==> config.mk <==
export PLATFORM = sky130hd
export DESIGN_NAME = clr_top
export DESIGN_NICKNAME = d
export VERILOG_FILES = /design/src/common/clr_prng_pkg.sv /design/src/common/clr_cnst_pkg.sv /design/src/logic/clr_top.sv /design/src/logic/clr_wipe_seq.sv /design/src/prng/clr_prng.sv /design/src/prng/clr_lfsr.sv /design/src/prng/clr_entropy_packer.sv
export SDC_FILE = /design/constraint.sdc
export NUM_CORES = 1
export LEC_CHECK = 0
export ABC_AREA = 1
export BUFFER_PORTS_ARGS = -buffer_cell sky130_fd_sc_hd__buf_2
export CAP_MARGIN = 20
export CORE_MARGIN = 8
export CORE_UTILIZATION = 56
export CTS_CLUSTER_DIAMETER = 100
export DETAILED_ROUTE_END_ITERATION = 12
export PLACE_DENSITY = 0.82
export SLEW_MARGIN = 10
export SYNTH_ARGS = -nofsm -noshare
export SYNTH_HDL_FRONTEND = slang
export SYNTH_HIERARCHICAL = 1
export SYNTH_SLANG_ARGS = --single-unit
==> constraint.sdc <==
create_clock -name clk_i -period 1.8 [get_ports clk_i]
set_input_delay 0.09 -clock clk_i [delete_from_list [all_inputs] [get_ports clk_i]]
set_output_delay 0.09 -clock clk_i [all_outputs]
set_load 0.005 [all_outputs]
==> src/common/clr_prng_pkg.sv <==
// ------------------------------
// Word widths are fixed at 64 bits. The S-box and permutation
// constants exist for that width only
// ------------------------------
package clr_prng_pkg;

  // Width of one LFSR state, seed or wipe word
  parameter int unsigned WordWidth = 64;

  // Number of 4-bit S-box lanes across one word
  parameter int unsigned NumNibbles = WordWidth / 4;

  // Width of one permutation table entry, enough to address any bit of a word
  parameter int unsigned PermIdxWidth = $clog2(WordWidth);

  // One wipe word or one reseed word
  typedef logic [WordWidth-1:0] clr_word_t;

  // The wipe words for both shares of a masked register, presented together
  // Share 0 is the generator output, share 1 is a bit permutation of share 0
  // so that the two shares never receive identical clearing data
  typedef struct packed {
    clr_word_t share0;
    clr_word_t share1;
  } clr_shares_t;

endpackage
==> src/common/clr_cnst_pkg.sv <==
// ------------------------------
// Constants are valid for 64-bit words only. Both permutation
// tables must hold every index 0..63 exactly once
// ------------------------------
package clr_cnst_pkg;

  // Reset state of the LFSR, must never be zero or the register locks up
  parameter logic [clr_prng_pkg::WordWidth-1:0] LfsrSeedDefault = 64'h3A5C_96E1_0F7B_24D8;

  // Galois feedback mask for a right shifting register
  // Taps at 64, 63, 61 and 60 give a primitive polynomial
  parameter logic [clr_prng_pkg::WordWidth-1:0] LfsrTaps = 64'hD800_0000_0000_0000;

  // State permutation, output bit i takes input bit LfsrPerm[i]
  // Entries are listed from index 63 down to index 0
  parameter logic [clr_prng_pkg::WordWidth-1:0][clr_prng_pkg::PermIdxWidth-1:0] LfsrPerm = {
    6'd58, 6'd45, 6'd32, 6'd19, 6'd6,  6'd57, 6'd44, 6'd31,
    6'd18, 6'd5,  6'd56, 6'd43, 6'd30, 6'd17, 6'd4,  6'd55,
    6'd42, 6'd29, 6'd16, 6'd3,  6'd54, 6'd41, 6'd28, 6'd15,
    6'd2,  6'd53, 6'd40, 6'd27, 6'd14, 6'd1,  6'd52, 6'd39,
    6'd26, 6'd13, 6'd0,  6'd51, 6'd38, 6'd25, 6'd12, 6'd63,
    6'd50, 6'd37, 6'd24, 6'd11, 6'd62, 6'd49, 6'd36, 6'd23,
    6'd10, 6'd61, 6'd48, 6'd35, 6'd22, 6'd9,  6'd60, 6'd47,
    6'd34, 6'd21, 6'd8,  6'd59, 6'd46, 6'd33, 6'd20, 6'd7
  };

  // Permutation deriving share 1 from share 0, same layout as LfsrPerm
  parameter logic [clr_prng_pkg::WordWidth-1:0][clr_prng_pkg::PermIdxWidth-1:0] SharePerm = {
    6'd48, 6'd11, 6'd38, 6'd1,  6'd28, 6'd55, 6'd18, 6'd45,
    6'd8,  6'd35, 6'd62, 6'd25, 6'd52, 6'd15, 6'd42, 6'd5,
    6'd32, 6'd59, 6'd22, 6'd49, 6'd12, 6'd39, 6'd2,  6'd29,
    6'd56, 6'd19, 6'd46, 6'd9,  6'd36, 6'd63, 6'd26, 6'd53,
    6'd16, 6'd43, 6'd6,  6'd33, 6'd60, 6'd23, 6'd50, 6'd13,
    6'd40, 6'd3,  6'd30, 6'd57, 6'd20, 6'd47, 6'd10, 6'd37,
    6'd0,  6'd27, 6'd54, 6'd17, 6'd44, 6'd7,  6'd34, 6'd61,
    6'd24, 6'd51, 6'd14, 6'd41, 6'd4,  6'd31, 6'd58, 6'd21
  };

  // PRINCE S-box, listed from input 15 down to input 0
  parameter logic [15:0][3:0] PrinceSbox = {
    4'h4, 4'hD, 4'h5, 4'hE, 4'h0, 4'h8, 4'h7, 4'h6,
    4'h1, 4'h9, 4'hC, 4'hA, 4'h2, 4'h3, 4'hF, 4'hB
  };

endpackage

==> src/logic/clr_top.sv <==
// ------------------------------
// Word width is fixed at 64. EntropyWidth must divide it
// ------------------------------
module clr_top #(
  parameter int unsigned EntropyWidth = 32,
  parameter bit          SkipReseed   = 1'b0,
  parameter int unsigned WipeWords    = 4
) (
  input  logic                      clk_i,
  input  logic                      rst_ni,
  input  logic                      wipe_i,
  input  logic                      reseed_i,
  output logic                      wipe_valid_o,
  output clr_prng_pkg::clr_shares_t wipe_shares_o,
  output logic                      done_o,
  output logic                      busy_o,
  output logic                      entropy_req_o,
  input  logic                      entropy_ack_i,
  input  logic [EntropyWidth-1:0]   entropy_i
);

  // Request and ack levels between the sequencer and the generator
  logic data_req;
  logic data_ack;
  logic reseed_req;
  logic reseed_ack;

  clr_wipe_seq #(
    .WipeWords ( WipeWords )
  ) clr_wipe_seq_i (
    .clk_i        ( clk_i        ),
    .rst_ni       ( rst_ni       ),
    .wipe_i       ( wipe_i       ),
    .reseed_i     ( reseed_i     ),
    .data_req_o   ( data_req     ),
    .data_ack_i   ( data_ack     ),
    .reseed_req_o ( reseed_req   ),
    .reseed_ack_i ( reseed_ack   ),
    .wipe_valid_o ( wipe_valid_o ),
    .done_o       ( done_o       ),
    .busy_o       ( busy_o       )
  );

  clr_prng #(
    .EntropyWidth ( EntropyWidth ),
    .SkipReseed   ( SkipReseed   )
  ) clr_prng_i (
    .clk_i         ( clk_i         ),
    .rst_ni        ( rst_ni        ),
    .data_req_i    ( data_req      ),
    .data_ack_o    ( data_ack      ),
    .reseed_req_i  ( reseed_req    ),
    .reseed_ack_o  ( reseed_ack    ),
    .shares_o      ( wipe_shares_o ),
    .entropy_req_o ( entropy_req_o ),
    .entropy_ack_i ( entropy_ack_i ),
    .entropy_i     ( entropy_i     )
  );

endmodule

==> src/logic/clr_wipe_seq.sv <==
// ------------------------------
// Wipe pulses are dropped while busy. A reseed pulse during a
// pending reseed merges with it
// ------------------------------
module clr_wipe_seq #(
  parameter int unsigned WipeWords = 4
) (
  input  logic clk_i,
  input  logic rst_ni,
  input  logic wipe_i,
  input  logic reseed_i,
  output logic data_req_o,
  input  logic data_ack_i,
  output logic reseed_req_o,
  input  logic reseed_ack_i,
  output logic wipe_valid_o,
  output logic done_o,
  output logic busy_o
);

  localparam int unsigned CntWidth = $clog2(WipeWords + 1);

  logic                data_req_q;
  logic                reseed_req_q;
  logic                done_q;
  logic [CntWidth-1:0] cnt_q;
  logic                word_taken;
  logic                last_word;
  logic                wipe_start;

  // A word is delivered on every cycle where request and ack meet
  assign word_taken = data_req_q & data_ack_i;
  assign last_word  = word_taken & (cnt_q == CntWidth'(1));
  assign wipe_start = wipe_i & ~busy_o;

  always_ff @(posedge clk_i or negedge rst_ni) begin : p_wipe
    if (!rst_ni) begin
      data_req_q <= 1'b0;
      cnt_q      <= '0;
      done_q     <= 1'b0;
    end else begin
      // Done is a single pulse in the cycle after the last word
      done_q <= last_word;
      if (wipe_start) begin
        data_req_q <= 1'b1;
        cnt_q      <= CntWidth'(WipeWords);
      end else if (word_taken) begin
        cnt_q <= cnt_q - 1'b1;
        if (last_word) begin
          data_req_q <= 1'b0;
        end
      end
    end
  end

  // Reseed request holds until the generator acknowledges the new seed
  always_ff @(posedge clk_i or negedge rst_ni) begin : p_reseed
    if (!rst_ni) begin
      reseed_req_q <= 1'b0;
    end else begin
      reseed_req_q <= reseed_i | (reseed_req_q & ~reseed_ack_i);
    end
  end

  assign data_req_o   = data_req_q;
  assign reseed_req_o = reseed_req_q;
  assign wipe_valid_o = word_taken;
  assign done_o       = done_q;
  assign busy_o       = data_req_q | reseed_req_q;

endmodule

==> src/prng/clr_prng.sv <==
// ------------------------------
// Reseed always beats data. SkipReseed acks reseeds at once and
// leaves the LFSR on its current sequence
// ------------------------------
module clr_prng #(
  parameter int unsigned EntropyWidth = 32,
  parameter bit          SkipReseed   = 1'b0
) (
  input  logic                      clk_i,
  input  logic                      rst_ni,
  input  logic                      data_req_i,
  output logic                      data_ack_o,
  input  logic                      reseed_req_i,
  output logic                      reseed_ack_o,
  output clr_prng_pkg::clr_shares_t shares_o,
  output logic                      entropy_req_o,
  input  logic                      entropy_ack_i,
  input  logic [EntropyWidth-1:0]   entropy_i
);

  logic                    chunk_valid;
  logic                    seed_valid;
  logic                    seed_en;
  logic                    lfsr_step;
  clr_prng_pkg::clr_word_t seed;
  clr_prng_pkg::clr_word_t lfsr_out;

  // Data is served only when no reseed is waiting
  assign data_ack_o = data_req_i & ~reseed_req_i;
  assign lfsr_step  = data_req_i & data_ack_o;

  // The request drops with reseed_req once the final chunk completes the seed
  assign entropy_req_o = SkipReseed ? 1'b0 : reseed_req_i;
  assign chunk_valid   = entropy_req_o & entropy_ack_i;
  assign reseed_ack_o  = SkipReseed ? reseed_req_i : seed_valid;
  assign seed_en       = SkipReseed ? 1'b0 : seed_valid;

  clr_entropy_packer #(
    .EntropyWidth ( EntropyWidth )
  ) clr_entropy_packer_i (
    .clk_i         ( clk_i       ),
    .rst_ni        ( rst_ni      ),
    .chunk_valid_i ( chunk_valid ),
    .chunk_i       ( entropy_i   ),
    .seed_valid_o  ( seed_valid  ),
    .seed_o        ( seed        )
  );

  clr_lfsr clr_lfsr_i (
    .clk_i     ( clk_i     ),
    .rst_ni    ( rst_ni    ),
    .seed_en_i ( seed_en   ),
    .seed_i    ( seed      ),
    .step_i    ( lfsr_step ),
    .state_o   ( lfsr_out  )
  );

  // Share 1 reorders the share 0 bits so the two shares differ
  always_comb begin : p_shares
    shares_o.share0 = lfsr_out;
    for (int i = 0; i < clr_prng_pkg::WordWidth; i++) begin
      shares_o.share1[i] = lfsr_out[clr_cnst_pkg::SharePerm[i]];
    end
  end

endmodule

==> src/prng/clr_lfsr.sv <==
// ------------------------------
// 64-bit Galois LFSR only. The output is a nonlinear function of
// the state, the state itself is never exposed
// ------------------------------
module clr_lfsr (
  input  logic                    clk_i,
  input  logic                    rst_ni,
  input  logic                    seed_en_i,
  input  clr_prng_pkg::clr_word_t seed_i,
  input  logic                    step_i,
  output clr_prng_pkg::clr_word_t state_o
);

  clr_prng_pkg::clr_word_t state_q;
  clr_prng_pkg::clr_word_t state_next;
  clr_prng_pkg::clr_word_t perm_in;
  clr_prng_pkg::clr_word_t sbox_out;

  // One Galois step shifts right and folds the dropped bit back in through the taps
  assign state_next = {1'b0, state_q[clr_prng_pkg::WordWidth-1:1]} ^
                      (state_q[0] ? clr_cnst_pkg::LfsrTaps : '0);

  always_ff @(posedge clk_i or negedge rst_ni) begin : p_state
    if (!rst_ni) begin
      state_q <= clr_cnst_pkg::LfsrSeedDefault;
    end else if (seed_en_i) begin
      // A fresh seed wins over a pending step
      state_q <= seed_i;
    end else if (step_i) begin
      state_q <= state_next;
    end
  end

  // First permutation spreads neighbouring state bits across different S-boxes
  always_comb begin : p_perm_in
    for (int i = 0; i < clr_prng_pkg::WordWidth; i++) begin
      perm_in[i] = state_q[clr_cnst_pkg::LfsrPerm[i]];
    end
  end

  // Nonlinear layer, each nibble goes through the PRINCE S-box
  always_comb begin : p_sbox
    for (int n = 0; n < clr_prng_pkg::NumNibbles; n++) begin
      sbox_out[4*n +: 4] = clr_cnst_pkg::PrinceSbox[perm_in[4*n +: 4]];
    end
  end

  // Same permutation again, so an S-box output does not stay in one nibble
  always_comb begin : p_perm_out
    for (int i = 0; i < clr_prng_pkg::WordWidth; i++) begin
      state_o[i] = sbox_out[clr_cnst_pkg::LfsrPerm[i]];
    end
  end

endmodule

==> src/prng/clr_entropy_packer.sv <==
// ------------------------------
// EntropyWidth must divide 64 and be at most 32. The final chunk
// is not stored, it passes straight into the seed word
// ------------------------------
module clr_entropy_packer #(
  parameter int unsigned EntropyWidth = 32
) (
  input  logic                          clk_i,
  input  logic                          rst_ni,
  input  logic                          chunk_valid_i,
  input  logic [EntropyWidth-1:0]       chunk_i,
  output logic                          seed_valid_o,
  output clr_prng_pkg::clr_word_t       seed_o
);

  // Chunks per seed word, and the storage needed for all but the last one
  localparam int unsigned NumChunks = clr_prng_pkg::WordWidth / EntropyWidth;
  localparam int unsigned BufWidth  = clr_prng_pkg::WordWidth - EntropyWidth;
  localparam int unsigned CntWidth  = $clog2(NumChunks);

  logic [BufWidth-1:0] buf_q;
  logic [CntWidth-1:0] cnt_q;
  logic                last_chunk;

  // The count tells how many chunks sit in the buffer already
  assign last_chunk = (cnt_q == CntWidth'(NumChunks - 1));

  always_ff @(posedge clk_i or negedge rst_ni) begin : p_cnt
    if (!rst_ni) begin
      cnt_q <= '0;
    end else if (chunk_valid_i) begin
      // Wrap back to empty once the word has been handed out
      cnt_q <= last_chunk ? '0 : cnt_q + 1'b1;
    end
  end

  // Older chunks move up so that the first one ends in the top bits
  always_ff @(posedge clk_i) begin : p_buf
    if (chunk_valid_i && !last_chunk) begin
      buf_q <= (buf_q << EntropyWidth) | BufWidth'(chunk_i);
    end
  end

  // The seed is complete in the same cycle as the final chunk
  assign seed_valid_o = chunk_valid_i & last_chunk;
  assign seed_o       = {buf_q, chunk_i};

endmodule

=== Word level (Yosys, flattened, before mapping) ===
Memory sizes are Yosys's and may differ from the RTL's.
Index checks and enable logic that the tools add are counted.

* Flip-flop bits (word level): 103
* ROM bits: 1024
* Logic and storage cells: 86
* Memories kept: 16

* Add/subtract/negate cells: 2
* Order comparisons: 16
* Equality and inequality tests: 1
* Multiplexer cells: 25
* Bitwise operators: 13
* Reductions and logical operators: 6

{| class="wikitable"
|+ Memory list
! name !! words !! bits a word !! read ports !! clocked after Yosys merged registers in !! write ports !! line !! text
|-
| (no name shown) || 16 || 4 || 1 || 0 || 0 || clr_lfsr.sv:44 || <nowiki>sbox_out[4*n +: 4] = clr_cnst_pkg::PrinceSbox[perm_in[4*n +: 4]];</nowiki>
|-
| (no name shown) || 16 || 4 || 1 || 0 || 0 || clr_lfsr.sv:44 ||
|-
| (no name shown) || 16 || 4 || 1 || 0 || 0 || clr_lfsr.sv:44 ||
|-
| (no name shown) || 16 || 4 || 1 || 0 || 0 || clr_lfsr.sv:44 ||
|-
| (no name shown) || 16 || 4 || 1 || 0 || 0 || clr_lfsr.sv:44 ||
|-
| (no name shown) || 16 || 4 || 1 || 0 || 0 || clr_lfsr.sv:44 ||
|-
| 10 more memories || - || - || - || - || - || - ||
|}

{| class="wikitable"
|+ Operators with widths
! operator !! number
|-
| $mux 64 || 3
|-
| $lt 4x5->1 const B || 16
|-
| $mux 4 || 16
|-
| $xor 63x64->64 || 1
|-
| $and 1x1->1 || 7
|-
| $mux 3 || 2
|-
| $reduce_bool 2->1 || 3
|-
| $mux 1 || 4
|-
| $eq 3x1->1 const B || 1
|-
| $not 1->1 || 3
|-
| $sub 3x1->3 const B || 1
|-
| $or 1x1->1 || 2
|-
| $reduce_and 2->1 || 1
|-
| $add 1x1->1 const B || 1
|-
| $logic_and 1x1->1 || 1
|-
| $logic_not 1->1 || 1
|}

=== Longest topological paths before layout ===
Gate-level depths: netlist of the first run.

* Depth after elaboration: 7
* Mapped depth: 9
* Depth with buffers taken out: 8

=== By module ===
Netlist of the first run, hierarchy kept.

{| class="wikitable"
|+ By module, submodules not included
! module !! times used !! cells each !! area an instance (µm²) !! sequential area each (µm²)
|-
| clr_lfsr || 1 || 821 || 5537.8 || 1641.6
|-
| clr_entropy_packer || 1 || 73 || 1256.2 || 985.9
|-
| clr_prng || 1 || 69 || 503.0 || 0.0
|-
| clr_wipe_seq || 1 || 36 || 300.3 || 150.1
|}

=== Worst setup path before layout of the first run ===
Ideal clock, no wire load.

* Path type: reg-to-reg
* Start: register clr_wipe_seq_i.reseed_req_q, in the netlist clr_wipe_seq_i/reseed_req_o
* End: register clr_prng_i.clr_entropy_packer_i.buf_q[0], enable pin
* Arrival time: 1183 ps
* Setup slack: 230 ps
* Cell stages (with the launch flop): 5
* Buffers on the path: 0
* Clock period less this slack: 1570 ps
* Cells stage by stage: dfrtp_1 -> nand2_1 -> inv_1 -> nand2_1 -> inv_1

* Cells in the longest elaborated chain, start to end: 2

{| class="wikitable"
|+ Ends and longest elaborated chain
! element !! line !! text
|-
| start: declaration || clr_wipe_seq.sv:24 || <nowiki>logic reseed_req_q;</nowiki>
|-
| start signal: assignment || clr_wipe_seq.sv:61 || <nowiki>reseed_req_q <= reseed_i | (reseed_req_q & ~reseed_ack_i);</nowiki>
|-
| $and 1x1->1 || clr_prng.sv:34 || <nowiki>assign chunk_valid = entropy_req_o & entropy_ack_i;</nowiki>
|-
| named net clr_prng_i.chunk_valid || clr_prng.sv:21 || <nowiki>logic chunk_valid;</nowiki>
|-
| $logic_and 1x1->1 || clr_entropy_packer.sv:39 || <nowiki>if (chunk_valid_i && !last_chunk) begin</nowiki>
|-
| end signal: assignment || clr_entropy_packer.sv:40 || <nowiki>buf_q <= (buf_q << EntropyWidth) | BufWidth'(chunk_i);</nowiki>
|-
| end: declaration || clr_entropy_packer.sv:21 || <nowiki>logic [BufWidth-1:0] buf_q;</nowiki>
|}

The timed path passes the listed nets, and every way through them passes these cells.
A chain may end at the register's enable or synchronous reset.

==> reports/qor.yml, run 1 <==
num_vias: 6625
core_area_mm2: 0.01324
grt.overflow.total: 0
fmax_mhz: 572.2
critical_path.endpoint_type: "output pin"
die_w_um: 132.5
synthAdderAreaFrac_pct: 11.69
status: "finished clean"
path_clk_slew_ns: 0.07
synth_nets: 1107
final_cell_mix: "nand2_1, buf_2, inv_1"
dpl_cell_area_mm2: 0.007916
worst_slack_ns: 0.05229
ys_warn_count: 6
htreeDepth: 3
cts_buffers: 9
nets: 1242
numPortBuffers: 168
cap_violations: 0
grt_pass1_wl_um: 29770
final_layout_size_suffix_gt1_share_pct: 25.72
start_util_pct: 57.37
syn_to_final_growth_pct: 15.71
yosys.area.top_type: "nand2_1"
synth.distinct_cells: 20
post_drt_wl_per_cell_um: 14.33
synth_compound_area_share_pct: 2.931
final-max-slew-violation-count: 0
synth_xor_area_share_pct: 0
cts_root_buffer: "clkbuf_16"
period_needed_ns: 1.748
syn_area_per_cell_um2: 7.605
peakVddDrop_v: 0.0009683
p_per_area_mw_per_mm2: 1771
synth_top_family_by_area: "simple AND/OR/NAND/NOR gates"
switchingPower_mw: 6.949
clockPowerShare_pct: 13.1
p_seq_share_pct: 31.2
final_common_cell: "nand2_1"
finalHoldViolCount: 0
synth_area_leaders: "nand2_1, dfrtp_1, edfxtp_1"
ys_seq_elements: 103
cp-start-kind: "flip-flop"
synthCells: 999
yosysSeqAreaShare_pct: 36.56
tightest_slew_ns: 0.6720
power.internal_mw: 8.619
p_leak_nw: 4.659
clock-skew-final_ns: 0.008471
cts_tree: "built"
ios: 169
stdcell_area_mm2: 0.008791
dp_slack_ns: 0.3549
placementRows: 42
timing.hold.ws_ns: 0.02367
hold_path_class: "in -> reg"
drt-initial-drc-count: 480
clk_latency_ns: 0.34
slew_headroom_pct: 55.20
synth_simple_gate_area_share_pct: 29.63
place_congestion: 0.8547
design.die.area_mm2: 0.01755
setup_violations: 0
worst-path-max-fanout: 7
switching_share_pct: 44.64
critical_path_class: "reg -> out"
dp_hpwl_um: 13720
via_per_inst: 5.034
first_pass_iters: 7
syn_area_mm2: 0.007597
required_ns: 1.71
cts_sinks: 103
postRouteWirelength_um: 18860
grt_pass1_vias: 6190
fillers: 1090
yosys-mux-area-fraction_pct: 0
cp.arrival_ns: 1.66
die_h_um: 132.5
grt_usage_pct: 20.21
synth_top_area_share_pct: 18.92
grt_max_degree: 65
clock_path_buffers: 2
power_frac_comb_pct: 55.7
post-route-drc-count: 0
antenna_found_initial: 2
timing.final.crit_share_pct: 97.10
ant_nets: 0
[path summary, 6_finish.rpt]
check | startpoint | endpoint | slack (ns) | cells past startpoint
setup / recovery | clr_prng_i/clr_lfsr_i/state_q[24]$_DFFE_PN1P_ | wipe_shares_o[65] | 0.05 | 7
max in group asynchronous | rst_ni | clr_prng_i/clr_lfsr_i/state_q[10]$_DFFE_PN1P_ | 0.85 | 3
min in group asynchronous | rst_ni | clr_prng_i/clr_lfsr_i/state_q[31]$_DFFE_PN0P_ | 0.31 | 2
hold reg to reg | clr_prng_i/clr_entropy_packer_i/buf_q[23]$_DFFE_PP_ | clr_prng_i/clr_lfsr_i/state_q[55]$_DFFE_PN0P_ | 0.47 | 2
setup reg to reg | clr_wipe_seq_i/data_req_o$_DFFE_PN0P_ | clr_prng_i/clr_lfsr_i/state_q[57]$_DFFE_PN1P_ | 0.35 | 7
hold / removal | wipe_i | clr_wipe_seq_i/data_req_o$_DFFE_PN0P_ | 0.02 | 3
[what timing repair did]
action / in CTS / in global routing
buffers inserted: 3 / 22
pin swaps: 0 / 3
endpoints found under the hold margin: 55 / 0
gates resized for setup: 0 / 14
endpoints found under the setup margin: 6 / 28
hold buffers: 34 / 0
[Yosys cell counts (all sizes together)]
master and count:
nor2 8, dfstp 32, nand2 384, a21oi 3
o21bai 1, o21ai 16, ha 71, dfrtp 39
buf 117, o21a 16, nand4 1, edfxtp 32
nand3 133, inv 146
[area by class of cell]
cell class	instances	area, µm²	share of cell area [%]
repair buffers	241	1536	17.48
clock inverters	6	77.57	0.8824
inverters	146	548.0	6.234
clock buffers	10	239.0	2.718
flip-flops and latches	103	2780	31.63
diodes	1	2.502	0.02847
multi-input cells	633	3387	38.53
well taps	176	220.2	2.505
[power groups by stage]
stage	Combinational (mW)	Clock, mW	Sequential, mW
after detailed placement	8.10	0	4.93
after global routing	9.85	2.16	4.98
after floorplan	6.49	0	4.48
after CTS	8.31	2.06	4.85
after global placement	7.92	0	4.91
final	8.67	2.04	4.86
[state kept, by name (all words and copies together), names as in the netlist]
| signal | flops |
|---|---|
| clr_prng_i/clr_entropy_packer_i/buf_q | 32 |
| clr_prng_i/clr_entropy_packer_i/cnt_q | 1 |
| clr_prng_i/clr_lfsr_i/state_q | 64 |
| clr_wipe_seq_i/cnt_q | 3 |
| clr_wipe_seq_i/data_req_o | 1 |
| clr_wipe_seq_i/done_o | 1 |
| clr_wipe_seq_i/reseed_req_o | 1 |
[layer usage]
metal / vias up / share of wire [%] / global-route usage [%]
li1: 3252 / - / -
met1: 3059 / 41 / 25.51
met2: 285 / 49 / 34.30
met3: 27 / 8.1 / 4.958
met4: 2 / 1.5 / 4.227
met5: - / 0.042 / 0
[worst max-delay path, cell delays in order, from the launching register on]
cell and delay, ns:
dfstp_2 0.61, inv_2 0.08, ha_1 0.28, inv_1 0.06, nand2_1 0.04, nand3_1 0.08, nand2_1 0.06, buf_2 0.12
[stage by stage]
stage	power (mW)	utilization, %	cells	TNS [ns]
global placement	12.83	59.78	1240	0
floorplan	10.97	-	999	0
CTS	15.22	64.91	1293	0
detailed placement	13.03	59.78	1240	0
global route	16.99	66.38	1316	-0.08401
finish	15.57	66.38	1316	0
[cells by family (layout without fill, tap and decap cells)]
family                   Yosys count  count (layout)
AND/OR/NAND/NOR                  526             526
buffers and inverters            263             403
flip-flops                       103             103
adder cells (fa/ha/maj)           71              71
AO/OA/AOI/OAI                     36              36
other                              0               1
Note: power is estimated with default switching activity, not from simulation.
==> inputs of run 2 (changes only) <==
REMOVE_ABC_BUFFERS = 1   (was not set)
==> run 2 against run 1 <==
Non-clock buffer count fell by 8. Final area fell by 0.70%. Register-to-register slack got worse by 0.12 ns. Sequential cell count did not move. Combinational power barely moved. Via count fell by 2.1%. Clock skew rose by 0.0025 ns. Count of clock-buffer cells in the layout did not move. Cell count fell by 0.68%. Core utilization fell by 0.46 points. Die area did not move. Critical endpoint is now wipe_shares_o[113]. Largest power group unchanged.
==> reports/qor.yml, run 2 (synthesized netlist as in run 1, its figures left out) <==
status: "finished clean"
grtUsageMet3_pct: 4.088  # -0.87 points
largest_reg_flops: 64  # unchanged
syn_to_final_growth_pct: 14.90
timing.hold.ws_ns: 0.04206  # +0.01839 ns
cts_root_buffer: "clkbuf_16"
switchingPower_mw: 7.017  # +0.97%
clock-skew-final_ns: 0.01100  # +0.002534 ns
required_ns: 1.71  # about the same
clockPowerShare_pct: 12.9  # -0.2 points
cp.arrival_ns: 1.63  # -0.03 ns
period_needed_ns: 1.720  # -0.02764 ns
p_per_area_mw_per_mm2: 1780  # +0.49%
clk_latency_ns: 0.34  # about the same
crit_family: "flip-flops"
power.internal_mw: 8.519  # -1.2%
cp-start-kind: "flip-flop"
clock_path_buffers: 2  # unchanged
power.total_mw: 15.54  # -0.21%
hold_path_class: "in -> reg"
largestRegisters: "clr_prng_i/clr_lfsr_i/state_q (64), clr_prng_i/clr_entropy_packer_i/buf_q (32), clr_wipe_seq_i/cnt_q (3)"
antenna_cells: 0  # -1
power_frac_comb_pct: 56.0  # +0.3 points
placementRows: 42  # unchanged
drt-initial-drc-count: 452  # -5.8%
postRouteWirelength_um: 17940  # -4.9%
grt_usage_pct: 19.98  # -0.23 points
final_common_cell: "nand2_1"
via_per_inst: 4.961  # -1.5%
die_w_um: 132.5  # unchanged
cap_violations: 0  # unchanged
grt_pass1_vias: 6042  # -2.4%
worst-path-max-fanout: 5  # -2
critical_path.endpoint_type: "output pin"
cts_sinks: 103  # unchanged
htreeDepth: 3  # unchanged
critPathMaxStageDelay_ns: 0.59  # -0.02 ns
first_pass_iters: 6  # -1
numPortBuffers: 168  # unchanged
die_h_um: 132.5  # unchanged
antenna_found_initial: 0  # -2
worst-path-buf-inv: 3  # unchanged
dp_hpwl_um: 12530  # -8.7%
holdPathStages: 3  # unchanged
grt-busiest-layer: "met2"
dp_cells: 1234  # -0.48%
p_seq_share_pct: 31.2  # about the same
ant_nets: 0  # unchanged
grt_pass1_wl_um: 29490  # -0.95%
tightest_slew_ns: 0.3986  # -0.2734 ns
critical_path_class: "reg -> out"
fmax_mhz: 581.4  # +1.6%
p_leak_nw: 4.611  # -1.0%
use_met2_pct: 33.65  # -0.65 points
setup_violations: 0  # unchanged
regMostFlops: "clr_prng_i/clr_lfsr_i/state_q"
tns_ns: 0  # unchanged
regToRegSetupSlack_ns: 0.23  # -0.12 ns
finalHoldViolCount: 0  # unchanged
start_util_pct: 57.37  # unchanged
grt_max_degree: 65  # unchanged
cts_buffers: 9  # unchanged
peakVddDrop_v: 0.001225  # +27%
nets: 1234  # -0.64%
core_area_mm2: 0.01324  # unchanged
ios: 169  # unchanged
cts_tree: "built"
post-route-drc-count: 0  # unchanged
slew_headroom_pct: 73.43  # +18 points
path_depth: 7  # unchanged
switching_share_pct: 45.17  # +0.53 points
crit_top_cell: "nand2_1"
place_congestion: 0.8357  # -2.2%
crit_chain: "inv_2, ha_1, inv_1, nand2_1, nand3_1, nand2_1, buf_2"
final-max-slew-violation-count: 0  # unchanged
final_cell_mix: "nand2_1, buf_2, inv_1"
finalNonFillerCells: 1307  # -0.68%
grt.overflow.total: 0  # unchanged
grt_use_met1_pct: 25.95  # +0.44 points
cp_slowest_cell: "dfstp_2"
num_vias: 6484  # -2.1%
timing.final.crit_share_pct: 95.56  # -1.5 points
fin_util_pct: 65.92  # -0.46 points
worstRegToRegCells: 7  # unchanged
path_clk_slew_ns: 0.07  # about the same
final_layout_size_suffix_gt1_share_pct: 25.64  # -0.083 points
design.die.area_mm2: 0.01755  # unchanged
post_drt_wl_per_cell_um: 13.73  # -4.2%
run 2: metal layers:
metal / vias up / part of all wire, %
li1: 3244 / -
met1: 3028 / 45
met2: 204 / 49
met3: 8 / 5.7
met4: 0 / 0.70
met5: - / 0
run 2: path summary, 6_finish.rpt:
path / start / endpoint
max: clr_prng_i/clr_lfsr_i/state_q[59]$_DFFE_PN1P_ / wipe_shares_o[113]
min: wipe_i / clr_wipe_seq_i/data_req_o$_DFFE_PN0P_
max reg2reg: clr_wipe_seq_i/data_req_o$_DFFE_PN0P_ / clr_prng_i/clr_lfsr_i/state_q[56]$_DFFE_PN0P_
min reg2reg: clr_prng_i/clr_entropy_packer_i/buf_q[14]$_DFFE_PP_ / clr_prng_i/clr_lfsr_i/state_q[46]$_DFFE_PN0P_
max in group asynchronous: rst_ni / clr_prng_i/clr_lfsr_i/state_q[61]$_DFFE_PN1P_
min in group asynchronous: rst_ni / clr_wipe_seq_i/cnt_q[0]$_DFFE_PN0P_
run 2: power groups by stage:
stage / registers, mW / clock network, mW / logic (mW)
floorplan: 4.49 / 0 / 4.77
global placement: 5.01 / 0 / 7.85
detailed placement: 4.99 / 0 / 8.09
CTS: 4.84 / 2.04 / 8.44
global route: 4.98 / 2.12 / 9.96
finish: 4.84 / 2.00 / 8.69
run 2: repair_timing:
action	4_1_cts	5_1_grt
buffers inserted	8	15
pin swaps	0	2
endpoints found under the setup margin	18	36
gates cloned	0	0
gates resized for setup	2	21
hold buffers	34	0
hold endpoints to repair	83	0
run 2: cell type report:
type                            instances  area (µm²)
Clock buffer                           10       229.0
Clock inverter                          6       76.32
Fill cell                            1120        4513
Inverter                              146       548.0
Multi-Input combinational cell        633        3390
Sequential cell                       103        2788
Tap cell                              176       220.2
Timing Repair Buffer                  233        1479
run 2: stage by stage:
stage | worst slack (ns) | area (µm²)
final | 0.07993 | 8730
after global routing | -0.01041 | 8730
after floorplan | -0.5985 | 6688
after global placement | 0.3000 | 7874
after detailed placement | 0.2683 | 7874
after CTS | 0.006161 | 8579
run 2: tightest hold or removal path: cells and delay by family:
kind,cells,cell delay [ns]
buffers and inverters,1,0.11
and+or+nand+nor,2,0.16
==> inputs of run 3 (changes only) <==
CORE_UTILIZATION = 57   (was 56)
CTS_BUF_LIST = sky130_fd_sc_hd__clkbuf_8   (was not set)
PLACE_DENSITY = 0.83   (was 0.82)
==> run 3 against run 2 <==
Register-to-register slack gained 0.14 ns. Core utilization shrank 0.24 points. Combinational power grew 1%. Worst hold slack gained 0.028 ns. Via count shrank 0.34%. Die area shrank 1.5%. Non-clock buffer count shrank 3. Sequential share of layout area grew 0.42 points. Final area shrank 1.2%. Critical path depth is the same. Cell count shrank 0.15%. Clock power shrank 37%. Largest cell class unchanged. Highest routed layer unchanged.
==> reports/qor.yml, run 3 (synthesized netlist as in run 1, its figures left out) <==
place_congestion: 0.8574  # +2.6%
final_common_cell: "nand2_1"
slew_headroom_pct: 76.80  # +3.4 points
grt_usage_pct: 20.29  # +0.31 points
grt_pass1_wl_um: 29910  # +1.4%
finalHoldViolCount: 0  # unchanged
final-max-slew-violation-count: 0  # unchanged
power.internal_mw: 7.951  # -6.7%
num_vias: 6462  # -0.34%
setup_violations: 0  # unchanged
htreeDepth: 3  # unchanged
fillers: 1109  # -0.98%
p_seq_share_pct: 32.2  # +1.0 points
ios: 169  # unchanged
switching_share_pct: 46.55  # +1.4 points
dp_hpwl_um: 12560  # +0.26%
cp-start-kind: "flip-flop"
placementRows: 42  # unchanged
required_ns: 1.71  # about the same
final_cell_mix: "nand2_1, buf_2, inv_1"
grt.overflow.total: 0  # unchanged
post_drt_wl_per_cell_um: 13.75  # +0.16%
cts_tree: "built"
final_layout_size_suffix_gt1_share_pct: 26.60  # +0.95 points
worst-path-max-fanout: 4  # -1
die_w_um: 131.5  # -0.77%
path_clk_slew_ns: 0.09  # +0.02 ns
post-route-drc-count: 0  # unchanged
power_frac_comb_pct: 59.2  # +3.2 points
dp_slack_ns: 0.3585  # +0.09015 ns
clock_path_buffers: 2  # unchanged
largestRegisters: "clr_prng_i/clr_lfsr_i/state_q (64), clr_prng_i/clr_entropy_packer_i/buf_q (32), clr_wipe_seq_i/cnt_q (3)"
fmax_mhz: 574.6  # -1.2%
worst_slack_ns: 0.05976  # -0.02016 ns
ant_nets: 0  # unchanged
p_per_area_mw_per_mm2: 1724  # -3.1%
cts_root_buffer: "clkbuf_8"
cts_sinks: 103  # unchanged
clock-skew-final_ns: 0.01950  # +0.008495 ns
postRouteWirelength_um: 17940  # about the same
first_pass_iters: 5  # -1
multiInputGateArea_mm2: 0.003437  # +1.4%
nets: 1231  # -0.24%
syn_to_final_growth_pct: 13.57
status: "finished clean"
cts_buffers: 9  # unchanged
hold_path_class: "in -> reg"
start_util_pct: 57.83  # +0.46 points
clk_latency_ns: 0.37  # +0.03 ns
timing.final.crit_share_pct: 96.68  # +1.1 points
grt_pass1_vias: 6272  # +3.8%
regMostFlops: "clr_prng_i/clr_lfsr_i/state_q"
period_needed_ns: 1.740  # +0.02016 ns
critical_path_class: "reg -> out"
largest_reg_flops: 64  # unchanged
peakVddDrop_v: 0.001081  # -12%
clockPowerShare_pct: 8.6  # -4.3 points
numPortBuffers: 168  # unchanged
core_area_mm2: 0.01314  # -0.79%
register_area_mm2: 0.002791  # +0.13%
tightest_slew_ns: 0.3480  # -0.05062 ns
fin_util_pct: 65.68  # -0.24 points
switchingPower_mw: 6.924  # -1.3%
drt-initial-drc-count: 452  # unchanged
antenna_found_initial: 1  # +1
via_per_inst: 4.952  # -0.19%
critical_path.endpoint_type: "output pin"
die_h_um: 131.5  # -0.77%
cp.arrival_ns: 1.65  # +0.02 ns
grt_max_degree: 65  # unchanged
p_leak_nw: 4.538  # -1.6%
cap_violations: 0  # unchanged
design.die.area_mm2: 0.01728  # -1.5%
run 3: worst paths after layout:
path | depth (start not counted) | slack, ns | endpoint | start
max reg2reg | 7 | 0.37 | clr_prng_i/clr_lfsr_i/state_q[62]$_DFFE_PN0P_ | clr_wipe_seq_i/data_req_o$_DFFE_PN0P_
min in group asynchronous | 2 | 0.15 | clr_wipe_seq_i/cnt_q[0]$_DFFE_PN0P_ | rst_ni
min reg2reg | 2 | 0.46 | clr_prng_i/clr_lfsr_i/state_q[40]$_DFFE_PN0P_ | clr_prng_i/clr_entropy_packer_i/buf_q[8]$_DFFE_PP_
max in group asynchronous | 3 | 1.00 | clr_prng_i/clr_lfsr_i/state_q[61]$_DFFE_PN1P_ | rst_ni
min | 5 | 0.07 | clr_prng_i/clr_entropy_packer_i/cnt_q$_DFFE_PN0P_ | entropy_ack_i
max | 7 | 0.06 | wipe_shares_o[44] | clr_prng_i/clr_lfsr_i/state_q[59]$_DFFE_PN1P_
run 3: timing repair:
action,in CTS,in global routing
cloned,0,0
resized for setup,1,37
hold endpoints to repair,106,0
hold buffers,35,0
endpoints found under the setup margin,20,52
pin swaps,0,15
buffers inserted,12,6
run 3: power by group through the flow:
stage	Sequential, mW	Clock [mW]	Combinational (mW)
final	4.80	1.27	8.81
after global routing	4.93	1.40	10.1
after CTS	4.75	1.32	8.53
after detailed placement	4.97	0	8.06
after global placement	4.95	0	7.85
after floorplan	4.49	0	4.77
run 3: critical path, cell delays in order (launching register included):
cell and delay, ns:
dfstp_2 0.57, buf_4 0.11, ha_1 0.17, inv_1 0.05
nand2_1 0.06, nand3_1 0.11, nand2_2 0.10, buf_2 0.11
run 3: final cells by class:
cell class	instances	share of cell area, %
Clock buffer	9	1.436
Antenna cell	1	0.02900
Tap cell	176	2.552
Sequential cell	103	32.35
Multi-Input combinational cell	633	39.83
Clock inverter	7	0.4640
Timing Repair Buffer	230	16.98
Inverter	146	6.352
run 3: metrics by stage:
step	std cells	hold slack [ns]	total power, mW	area (µm²)	TNS, ns
2_1_floorplan	882	-0.2056	9.258	6688	-36.21
6_report	1305	0.07048	14.88	8628	0
4_1_cts	1298	0.05738	14.60	8487	0
5_1_grt	1305	0.09387	16.39	8628	-0.03086
3_5_place_dp	1235	0.01755	13.03	7881	0
3_3_place_gp	1235	0.008306	12.81	7881	0
run 3: per-layer routing:
layer  vias up  wire length (µm)  GRT usage [%]
li1       3239                 -              -
met1      2990              7893          25.62
met2       210              8611          34.11
met3        23              1197          4.726
met4         0               239          5.488
met5         -                 0              0
